==> config.mk <==
export PLATFORM = sky130hd
export DESIGN_NAME = zc_sequencer
export DESIGN_NICKNAME = d
export VERILOG_FILES = /design/src/source/zc_seq_pkg.sv /design/src/source/zc_decoder.sv /design/src/source/zc_step_fsm.sv /design/src/source/zc_instr_encoder.sv /design/src/source/zc_sequencer.sv
export SDC_FILE = /design/constraint.sdc
export NUM_CORES = 1
export LEC_CHECK = 0
export ABC_AREA = 1
export BUFFER_PORTS_ARGS = -buffer_cell sky130_fd_sc_hd__buf_2
export CAP_MARGIN = 20
export CELL_PAD_IN_SITES_DETAIL_PLACEMENT = 0
export CELL_PAD_IN_SITES_GLOBAL_PLACEMENT = 1
export CORE_MARGIN = 5
export CORE_UTILIZATION = 36
export CTS_CLUSTER_DIAMETER = 80
export DETAILED_ROUTE_END_ITERATION = 10
export HOLD_SLACK_MARGIN = 0.12
export PLACE_DENSITY = 0.87
export SYNTH_ARGS = -nofsm -noshare
export SYNTH_HDL_FRONTEND = slang
export SYNTH_HIERARCHICAL = 1
export SYNTH_SLANG_ARGS = --single-unit
==> constraint.sdc <==
create_clock -name clk -period 2.7 [get_ports clk]
set_input_delay 0 -clock clk [delete_from_list [all_inputs] [get_ports clk]]
set_output_delay 0 -clock clk [all_outputs]
set_load 0.005 [all_outputs]
==> src/source/zc_seq_pkg.sv <==
//////////////////////////////////////////////////////////////////////
// Shared types, constants and helpers for the Zc sequencer.
// Imported by the decoder, step FSM, encoder and top level.
//////////////////////////////////////////////////////////////////////

package zc_seq_pkg;

  //////////////////////////////////////////////////////////////////////
  // Enumerations
  //////////////////////////////////////////////////////////////////////

  // Sequenced operation recognised by the decoder
  typedef enum logic [2:0] {
    OP_NONE,
    OP_PUSH,
    OP_POP,
    OP_POPRET,
    OP_POPRETZ,
    OP_MVSA01,
    OP_MVA01S
  } seq_op_e;

  // Step FSM states
  typedef enum logic [2:0] {
    S_IDLE,
    S_PUSH,
    S_POP,
    S_DMOVE,
    S_RA,
    S_SP,
    S_A0,
    S_RET
  } seq_state_e;

  // Step counter inside one sequence
  typedef logic [3:0] seq_cnt_t;

  // Decoded compressed instruction
  typedef struct packed {
    seq_op_e     op;
    // Number of s registers saved or restored
    logic [3:0]  regs_saved;
    // Stack base plus the extra 16-byte blocks from spimm
    logic [11:0] total_stack_adj;
    // Double move register selectors
    logic [2:0]  r1s;
    logic [2:0]  r2s;
  } seq_decode_t;

  //////////////////////////////////////////////////////////////////////
  // Encoding constants
  //////////////////////////////////////////////////////////////////////

  // Major opcodes of the emitted base instructions
  localparam logic [6:0] OPCODE_LOAD  = 7'b0000011;
  localparam logic [6:0] OPCODE_STORE = 7'b0100011;
  localparam logic [6:0] OPCODE_OPIMM = 7'b0010011;
  localparam logic [6:0] OPCODE_JALR  = 7'b1100111;

  // ABI register numbers
  localparam logic [4:0] REG_RA = 5'd1;
  localparam logic [4:0] REG_SP = 5'd2;
  localparam logic [4:0] REG_A0 = 5'd10;
  localparam logic [4:0] REG_A1 = 5'd11;

  //////////////////////////////////////////////////////////////////////
  // Helper functions
  //////////////////////////////////////////////////////////////////////

  // Number of s registers covered by an rlist
  // rlist 4 is ra only, 15 covers s0..s11 since s10 alone is not encodable
  function automatic logic [3:0] regs_saved_of(input logic [3:0] rlist);
    logic [3:0] n;
    if (rlist < 4'd5) begin
      n = 4'd0;
    end else if (rlist == 4'd15) begin
      n = 4'd12;
    end else begin
      n = rlist - 4'd4;
    end
    return n;
  endfunction

  // Stack space for s registers plus ra, rounded up to 16 bytes
  function automatic logic [11:0] stack_base_of(input logic [3:0] rlist);
    logic [3:0]  n;
    logic [11:0] bytes;
    n     = regs_saved_of(rlist);
    // One word per s register and one for ra
    bytes = {6'd0, n + 4'd1, 2'b00};
    return (bytes + 12'd15) & 12'hff0;
  endfunction

  // s index to x register number
  function automatic logic [4:0] sreg_to_x(input logic [3:0] sidx);
    logic [4:0] x;
    if (sidx < 4'd2) begin
      // s0, s1 live at x8, x9
      x = 5'd8 + {1'b0, sidx};
    end else begin
      // s2..s11 live at x18..x27
      x = 5'd16 + {1'b0, sidx};
    end
    return x;
  endfunction

endpackage

==> src/source/zc_decoder.sv <==
//////////////////////////////////////////////////////////////////////
// Decoder for sequenced Zc instructions.
// Recognises push/pop family and double moves in quadrant C2 and
// fills the decode struct; anything else decodes as OP_NONE.
//////////////////////////////////////////////////////////////////////

module zc_decoder #(
  parameter bit RV32E = 1'b0
) (
  input  logic [15:0]             instr_i,
  output zc_seq_pkg::seq_decode_t dec_o
);
  import zc_seq_pkg::*;

  logic [3:0] rlist;
  logic [2:0] r1s;
  logic [2:0] r2s;
  logic       rlist_legal;
  logic       move_legal;

  // Instruction fields
  assign rlist = instr_i[7:4];
  assign r1s   = instr_i[9:7];
  assign r2s   = instr_i[4:2];

  // rlist 0..3 reserved
  // RV32E has no s2..s11, so rlist stops at 6
  assign rlist_legal = RV32E ? ((rlist >= 4'd4) && (rlist <= 4'd6)) : (rlist >= 4'd4);

  // Both moves need distinct registers
  assign move_legal = (r1s != r2s) && (!RV32E || ((r1s < 3'd2) && (r2s < 3'd2)));

  // Stack sizes, only meaningful for push/pop family
  assign dec_o.regs_saved      = regs_saved_of(rlist);
  assign dec_o.total_stack_adj = stack_base_of(rlist) + {6'd0, instr_i[3:2], 4'd0};
  assign dec_o.r1s             = r1s;
  assign dec_o.r2s             = r2s;

  ////////////////////////////////////////////////////////////////////
  // Opcode match
  ////////////////////////////////////////////////////////////////////

  always_comb begin
    dec_o.op = OP_NONE;
    // All sequenced instructions sit in C2 with funct3 101
    if ((instr_i[1:0] == 2'b10) && (instr_i[15:13] == 3'b101)) begin
      case (instr_i[12:10])
        3'b011: begin
          // Double moves
          if (move_legal) begin
            if (instr_i[6:5] == 2'b01) begin
              dec_o.op = OP_MVSA01;
            end else if (instr_i[6:5] == 2'b11) begin
              dec_o.op = OP_MVA01S;
            end
          end
        end
        3'b110: begin
          // cm.push / cm.pop
          if (rlist_legal) begin
            if (instr_i[9:8] == 2'b00) begin
              dec_o.op = OP_PUSH;
            end else if (instr_i[9:8] == 2'b10) begin
              dec_o.op = OP_POP;
            end
          end
        end
        3'b111: begin
          // cm.popretz / cm.popret
          if (rlist_legal) begin
            if (instr_i[9:8] == 2'b00) begin
              dec_o.op = OP_POPRETZ;
            end else if (instr_i[9:8] == 2'b10) begin
              dec_o.op = OP_POPRET;
            end
          end
        end
        default: begin
          dec_o.op = OP_NONE;
        end
      endcase
    end
  end

endmodule

==> src/source/zc_step_fsm.sv <==
//////////////////////////////////////////////////////////////////////
// Step controller of the Zc sequencer.
// Walks one decoded instruction through its steps, one per output
// transfer, and drives valid/ready plus first/last markers.
//////////////////////////////////////////////////////////////////////

module zc_step_fsm (
  input  logic                    clk,
  input  logic                    rst_n,
  input  zc_seq_pkg::seq_decode_t dec_i,
  input  logic                    valid_i,
  input  logic                    ready_i,
  output zc_seq_pkg::seq_state_e  state_o,
  output zc_seq_pkg::seq_cnt_t    cnt_o,
  output logic                    valid_o,
  output logic                    ready_o,
  output logic                    seq_first_o,
  output logic                    seq_last_o
);
  import zc_seq_pkg::*;

  seq_state_e state_q;
  seq_state_e state_n;
  seq_cnt_t   cnt_q;
  logic       transfer;
  logic       last;

  // Output valid only for sequenced ops
  assign valid_o  = valid_i && (dec_i.op != OP_NONE);
  assign transfer = valid_o && ready_i;

  ////////////////////////////////////////////////////////////////////
  // Next state and last marker
  ////////////////////////////////////////////////////////////////////

  always_comb begin
    state_n = state_q;
    last    = 1'b0;
    case (state_q)
      S_IDLE: begin
        if ((dec_i.op == OP_MVSA01) || (dec_i.op == OP_MVA01S)) begin
          state_n = S_DMOVE;
        end else if (dec_i.regs_saved == 4'd0) begin
          // First step already stored/loaded ra
          state_n = S_SP;
        end else if (dec_i.regs_saved == 4'd1) begin
          state_n = S_RA;
        end else if (dec_i.op == OP_PUSH) begin
          state_n = S_PUSH;
        end else begin
          state_n = S_POP;
        end
      end
      S_PUSH, S_POP: begin
        // Move on after the last s register
        if (cnt_q == dec_i.regs_saved - 4'd1) begin
          state_n = S_RA;
        end
      end
      S_RA: state_n = S_SP;
      S_SP: begin
        if (dec_i.op == OP_POPRETZ) begin
          state_n = S_A0;
        end else if (dec_i.op == OP_POPRET) begin
          state_n = S_RET;
        end else begin
          state_n = S_IDLE;
          last    = 1'b1;
        end
      end
      S_A0: state_n = S_RET;
      S_DMOVE, S_RET: begin
        state_n = S_IDLE;
        last    = 1'b1;
      end
      default: state_n = S_IDLE;
    endcase
  end

  // Input consumed when nothing to emit or the final step goes out
  assign ready_o     = !valid_o || (ready_i && last);
  assign seq_first_o = (state_q == S_IDLE);
  assign seq_last_o  = last;
  assign state_o     = state_q;
  assign cnt_o       = cnt_q;

  ////////////////////////////////////////////////////////////////////
  // State and counter registers
  ////////////////////////////////////////////////////////////////////

  always_ff @(posedge clk or negedge rst_n) begin
    if (!rst_n) begin
      state_q <= S_IDLE;
      cnt_q   <= '0;
    end else if (!valid_o) begin
      // Nothing in flight
      state_q <= S_IDLE;
      cnt_q   <= '0;
    end else if (transfer) begin
      state_q <= state_n;
      cnt_q   <= last ? '0 : cnt_q + 4'd1;
    end
  end

  // A new sequence starts only when its first step is taken
  assert property (@(posedge clk) disable iff (!rst_n)
    (state_q == S_IDLE && !transfer) |=> (state_q == S_IDLE));

  // s register steps stay inside the decoded register count
  assert property (@(posedge clk) disable iff (!rst_n)
    (valid_o && (state_q inside {S_PUSH, S_POP})) |-> (cnt_q < dec_i.regs_saved));

endmodule

==> src/source/zc_instr_encoder.sv <==
//////////////////////////////////////////////////////////////////////
// Encoder for the emitted 32-bit base instructions.
// Pure combinational; the step comes from FSM state and counter,
// register and offset fields from the decode struct.
//////////////////////////////////////////////////////////////////////

module zc_instr_encoder (
  input  zc_seq_pkg::seq_decode_t dec_i,
  input  logic [15:0]             instr_i,
  input  zc_seq_pkg::seq_state_e  state_i,
  input  zc_seq_pkg::seq_cnt_t    cnt_i,
  output logic [31:0]             instr_o
);
  import zc_seq_pkg::*;

  logic        is_pop;
  logic        is_stack;
  logic [11:0] step_off;
  logic [11:0] mem_off;
  logic [3:0]  sidx;
  logic [4:0]  mem_reg;
  logic [4:0]  x_r1s;
  logic [4:0]  x_r2s;
  logic [11:0] sp_adj;

  // Op classes
  assign is_pop   = (dec_i.op == OP_POP) || (dec_i.op == OP_POPRET) ||
                    (dec_i.op == OP_POPRETZ);
  assign is_stack = is_pop || (dec_i.op == OP_PUSH);

  ////////////////////////////////////////////////////////////////////
  // Memory step fields
  ////////////////////////////////////////////////////////////////////

  // Byte distance of this step from the top of the frame, 4*(cnt+1)
  assign step_off = {6'd0, cnt_i + 4'd1, 2'b00};

  // Push counts down from sp, pop rewinds from sp+total
  assign mem_off = is_pop ? (dec_i.total_stack_adj - step_off) : (12'd0 - step_off);

  // Highest s register goes first
  assign sidx = dec_i.regs_saved - cnt_i - 4'd1;

  // ra once all s registers are done
  assign mem_reg = (cnt_i < dec_i.regs_saved) ? sreg_to_x(sidx) : REG_RA;

  // Stack pointer adjustment, grows down on push
  assign sp_adj = is_pop ? dec_i.total_stack_adj : (12'd0 - dec_i.total_stack_adj);

  // Double move registers
  assign x_r1s = sreg_to_x({1'b0, dec_i.r1s});
  assign x_r2s = sreg_to_x({1'b0, dec_i.r2s});

  ////////////////////////////////////////////////////////////////////
  // Instruction assembly
  ////////////////////////////////////////////////////////////////////

  always_comb begin
    // Unsequenced words pass through zero extended
    instr_o = {16'd0, instr_i};
    case (state_i)
      S_IDLE, S_PUSH, S_POP, S_RA: begin
        if (is_stack) begin
          if (is_pop) begin
            // lw mem_reg, mem_off(sp)
            instr_o = {mem_off, REG_SP, 3'b010, mem_reg, OPCODE_LOAD};
          end else begin
            // sw mem_reg, mem_off(sp)
            instr_o = {mem_off[11:5], mem_reg, REG_SP, 3'b010, mem_off[4:0], OPCODE_STORE};
          end
        end else if (dec_i.op == OP_MVSA01) begin
          // addi s(r1s), a0, 0
          instr_o = {12'd0, REG_A0, 3'b000, x_r1s, OPCODE_OPIMM};
        end else if (dec_i.op == OP_MVA01S) begin
          // addi a0, s(r1s), 0
          instr_o = {12'd0, x_r1s, 3'b000, REG_A0, OPCODE_OPIMM};
        end
      end
      S_DMOVE: begin
        if (dec_i.op == OP_MVSA01) begin
          // addi s(r2s), a1, 0
          instr_o = {12'd0, REG_A1, 3'b000, x_r2s, OPCODE_OPIMM};
        end else begin
          // addi a1, s(r2s), 0
          instr_o = {12'd0, x_r2s, 3'b000, REG_A1, OPCODE_OPIMM};
        end
      end
      S_SP: begin
        // addi sp, sp, +/-total
        instr_o = {sp_adj, REG_SP, 3'b000, REG_SP, OPCODE_OPIMM};
      end
      S_A0: begin
        // Clear return value, addi a0, x0, 0
        instr_o = {12'd0, 5'd0, 3'b000, REG_A0, OPCODE_OPIMM};
      end
      S_RET: begin
        // jalr x0, 0(ra)
        instr_o = {12'd0, REG_RA, 3'b000, 5'd0, OPCODE_JALR};
      end
      default: begin
        instr_o = {16'd0, instr_i};
      end
    endcase
  end

  // Upstream holds the word for the whole sequence
  always_comb begin
    assert final ((state_i == S_IDLE) || (dec_i.op != OP_NONE));
  end

endmodule

==> src/source/zc_sequencer.sv <==
//////////////////////////////////////////////////////////////////////
// Top level of the Zc sequencer.
// Expands one compressed push/pop/move word into base instructions
// over a valid/ready handshake on both sides.
//////////////////////////////////////////////////////////////////////

module zc_sequencer #(
  parameter bit RV32E = 1'b0
) (
  input  logic        clk,
  input  logic        rst_n,
  // Upstream, compressed word in the low half
  input  logic [31:0] instr_i,
  input  logic        valid_i,
  output logic        ready_o,
  // Downstream, one base instruction per step
  output logic [31:0] instr_o,
  output logic        valid_o,
  input  logic        ready_i,
  output logic        seq_first_o,
  output logic        seq_last_o
);
  import zc_seq_pkg::*;

  seq_decode_t dec;
  seq_state_e  state;
  seq_cnt_t    cnt;

  // Decode compressed word
  zc_decoder #(
    .RV32E (RV32E)
  ) u_decoder (
    .instr_i (instr_i[15:0]),
    .dec_o   (dec)
  );

  // Step sequencing and handshake
  zc_step_fsm u_step_fsm (
    .clk         (clk),
    .rst_n       (rst_n),
    .dec_i       (dec),
    .valid_i     (valid_i),
    .ready_i     (ready_i),
    .state_o     (state),
    .cnt_o       (cnt),
    .valid_o     (valid_o),
    .ready_o     (ready_o),
    .seq_first_o (seq_first_o),
    .seq_last_o  (seq_last_o)
  );

  // Build each emitted instruction
  zc_instr_encoder u_encoder (
    .dec_i   (dec),
    .instr_i (instr_i[15:0]),
    .state_i (state),
    .cnt_i   (cnt),
    .instr_o (instr_o)
  );

endmodule

==> reports/summary.txt <==
Result of the run = finished, final reports clean
Number of antenna violations at the first check in global routing = 0
Area of the core region = 7727 sq um
Most used standard cells in the synthesized netlist = sky130_fd_sc_hd__nand2_1 (152), sky130_fd_sc_hd__inv_1 (69), sky130_fd_sc_hd__nand3_1 (50), sky130_fd_sc_hd__nor2_1 (50), sky130_fd_sc_hd__a21oi_1 (26)
Vias per inst = 4.937
Share of cells above drive strength 1 = 25.21%
Area added between synthesis and finish = 21.43%
Most used DFF post-synth = sky130_fd_sc_hd__dfrtp_1
Switching pwr = 289.0 uW
Sequential cell area fraction in the yosys report = 6.122%
Clock Root Buffer = sky130_fd_sc_hd__clkbuf_8
Combinational share of power = 62.5%
First-pass GRT wire length = 14120 um
Post-route core utilization = 44.96%
Via count of the first global-routing pass = 3150
Area post-placement = 3299 sq um
Minimum clock period after layout = 2.610 ns
Number of buffers and inverters on the critical path = 5
Cell type with the largest total area after synthesis = sky130_fd_sc_hd__nand2_1
X dimension of the die = 99.16 um
First drt pass iteration count = 4
Cell type of the slowest stage on the worst timing path = sky130_fd_sc_hd__fa_1
Maximum number of pins on one net before global-route repair = 33
Count of flip-flops with a built-in enable after synthesis = 0
Fraction of post-synthesis cell area in the top cell type by area = 19.94%
Starting density of the core = 37.03%
Max-cap violations = 0
Most instantiated library cell after synthesis = sky130_fd_sc_hd__nand2_1
Vias = 3421
Register-to-register setup slack = 1.34 ns
Final setup violation count = 0
Number of buffers inserted during clock tree synthesis = 3
Yosys synthesis warning count = 6
Clock Sinks = 7
Post-Synthesis Cell Area = 2861 sq um
Switching part of the total = 43.27%
Final worst-path cycle share = 96.66%
Sort of element at the end of the critical path = output port
Clock network fraction of design power = 21.7%
Count of routing violations after the opening detailed-route iteration = 95
Fmax = 383.2 MHz
Minimum hold slack = 0.1340 ns
Register area = 176.4 sq um
Post-synthesis async set-or-reset flop share = 100.0%
Largest stage delay, worst path = 0.52 ns
Clock latency of the later-clocked register in the worst-skew pair = 0.23 ns
Worst reg2reg endpoint = u_step_fsm/state_o[2]
Worst supply voltage drop on vdd = 203.1 uV
Worst slack at placement = -0.09325 ns
Final max-slew violation count = 0
Critical path cell sequence = buf_4, nand2_2, inv_2, nand2_2, and3_4, ha_4, inv_2, nand4_1, nand3b_1, nand2_2, fa_1, ha_4, nand3_2, nand2_2, inv_4, nand3_2, nand2_1, o21ai_1, nand2_1, buf_2
Setup CP Type = input port to output port
Full die area = 9832 sq um
Detail Placement HPWL = 6926 um
Reg2reg path depth = 9
Sum of routed wire length over all layers = 8432 um
GRT Residual Overflow = 0
Number of diodes = 0
TritonCTS clock tree = yes
Uppermost layer routed = met4
Fill count = 830
Number of distinct library cells after synthesis = 41
Depth of the critical timing path with buffers and inverters included = 20
Clock skew after layout = 0.005106 ns
Fin worst setup slack = 0.09022 ns
Number of DRC violations after detailed routing = 0
Number of levels the H-tree was split into = 1
Power per cell area = 192.2 nW/um^2
Average wire per standard cell = 12.17 um
Met3 routed WL = 370 um
Overall global routing resource usage = 16.65%
Avg Inst Size Synth = 5.503 sq um
Most frequent cell on the critical path = sky130_fd_sc_hd__nand2_2
Main area contributors after synthesis = sky130_fd_sc_hd__nand2_1 (20%), sky130_fd_sc_hd__inv_1 (9.1%), sky130_fd_sc_hd__nand3_1 (8.7%), sky130_fd_sc_hd__ha_1 (7.9%), sky130_fd_sc_hd__nor2_1 (6.6%)
Worst endpoint data arrival time = 2.61 ns
Reg-to-reg critical path startpoint = u_step_fsm/cnt_o[1]
Worst hold-check path type = input port to asynchronous set/reset pin
Unrepaired setup endpoints after global routing = yes
Family of cells with the greatest summed delay on the critical path = adder cells
Flip-flop and latch count after synthesis = 7
Total count of hold-check failures in the final report = 0
M1 WL = 3702 um
Number of port buffers = 55
Total chip power = 667.8 uW
Clock transition at the register clock pins on the worst setup and hold paths after CTS = 0.04 ns
P_int = 378.8 uW
Residual antenna-violating net count after detailed routing = 0
Number of standard-cell rows in the floorplan = 32
Area taken by multi-input logic gates = 2340 sq um
Routed wl met2 = 4215 um
Launching element type of the critical path = input port
I/O pin total = 72
Critical path required time = 2.70 ns
Leakage Power = 0.001876 uW
Crit path max fanout = 6
Final weighted congestion of routability-driven global placement = 0.8325
Post-route cell area = 3475 sq um
Final net count = 649
Number of cells produced by synthesis = 520
Maximum number of buffers from clock root to sink = 2
Sequential power share = 15.8%
Die outline height = 99.16 um
-- area by class of cell --
| cell class | count | area share, % |
|---|---|---|
| Tap cell | 102 | 3.673 |
| Multi-Input combinational cell | 417 | 67.34 |
| Inverter | 84 | 9.219 |
| Timing Repair Buffer | 79 | 13.40 |
| Clock buffer | 4 | 1.296 |
| Sequential cell | 7 | 5.077 |
-- sequential cells by signal, indices dropped and copies added, names as in the netlist --
signal              count
u_step_fsm/cnt_o        4
u_step_fsm/state_o      3
-- how the worst max path moves through the flow --
stage | end | slack [ns] | from
floorplan | instr_o[28] | 0.27 | instr_i[7]
detailed placement | instr_o[28] | -0.09 | instr_i[7]
global placement | instr_o[30] | 0.02 | instr_i[7]
finish | instr_o[26] | 0.09 | instr_i[6]
global route | instr_o[26] | -0.04 | instr_i[7]
CTS | instr_o[26] | 0.001 | instr_i[7]
-- power by group through the flow --
| stage | sequential (uW) | clock [uW] | combinational (uW) |
|---|---|---|---|
| 6_report | 106 | 145 | 417 |
| 5_1_grt | 106 | 158 | 468 |
| 2_1_floorplan | 107 | 0 | 256 |
| 3_3_place_gp | 107 | 0 | 358 |
| 4_1_cts | 106 | 149 | 382 |
| 3_5_place_dp | 107 | 0 | 366 |
-- repair_timing --
action / 4_1_cts / 5_1_grt
pin swaps: 3 / 9
hold buffers: 2 / 0
endpoints found under the setup margin: 5 / 8
resized for setup: 3 / 24
setup buffers: 0 / 1
hold endpoints to repair: 9 / 0
-- cells in the final DEF (no fill, tap or decap), types with 13 or more instances in the layout --
| master | count |
|---|---|
| sky130_fd_sc_hd__nor2_1 | 48 |
| sky130_fd_sc_hd__o21ai_1 | 21 |
| sky130_fd_sc_hd__ha_1 | 15 |
| sky130_fd_sc_hd__inv_2 | 17 |
| sky130_fd_sc_hd__buf_4 | 24 |
| sky130_fd_sc_hd__nand2_2 | 13 |
| sky130_fd_sc_hd__inv_1 | 65 |
| sky130_fd_sc_hd__o21ai_0 | 13 |
| sky130_fd_sc_hd__nand3_1 | 47 |
| sky130_fd_sc_hd__buf_2 | 53 |
| sky130_fd_sc_hd__nand2_1 | 147 |
| sky130_fd_sc_hd__a21oi_1 | 26 |
-- stage by stage --
stage	std cells	TNS (ns)
final	693	0
after global routing	693	-0.1163
after global placement	686	0
after detailed placement	686	-0.3132
after floorplan	527	0
after CTS	692	0
-- cell families after synthesis --
family                   after synthesis  share of synthesized area [%]
AO/OA/AOI/OAI                         76                          14.95
XOR/XNOR                               9                          2.755
adder cells (fa/ha/maj)               21                          9.970
buffers and inverters                103                          16.31
flip-flops                             7                          6.122
other                                  1                         0.1311
AND/OR/NAND/NOR                      303                          49.76
-- per-layer routing --
metal,vias to the layer above,global-route usage (%)
li1,1792,-
met1,1549,21.33
met2,66,30.11
met3,14,0.8415
met4,0,4.832
met5,-,0
(Power assumes the default switching activity.)
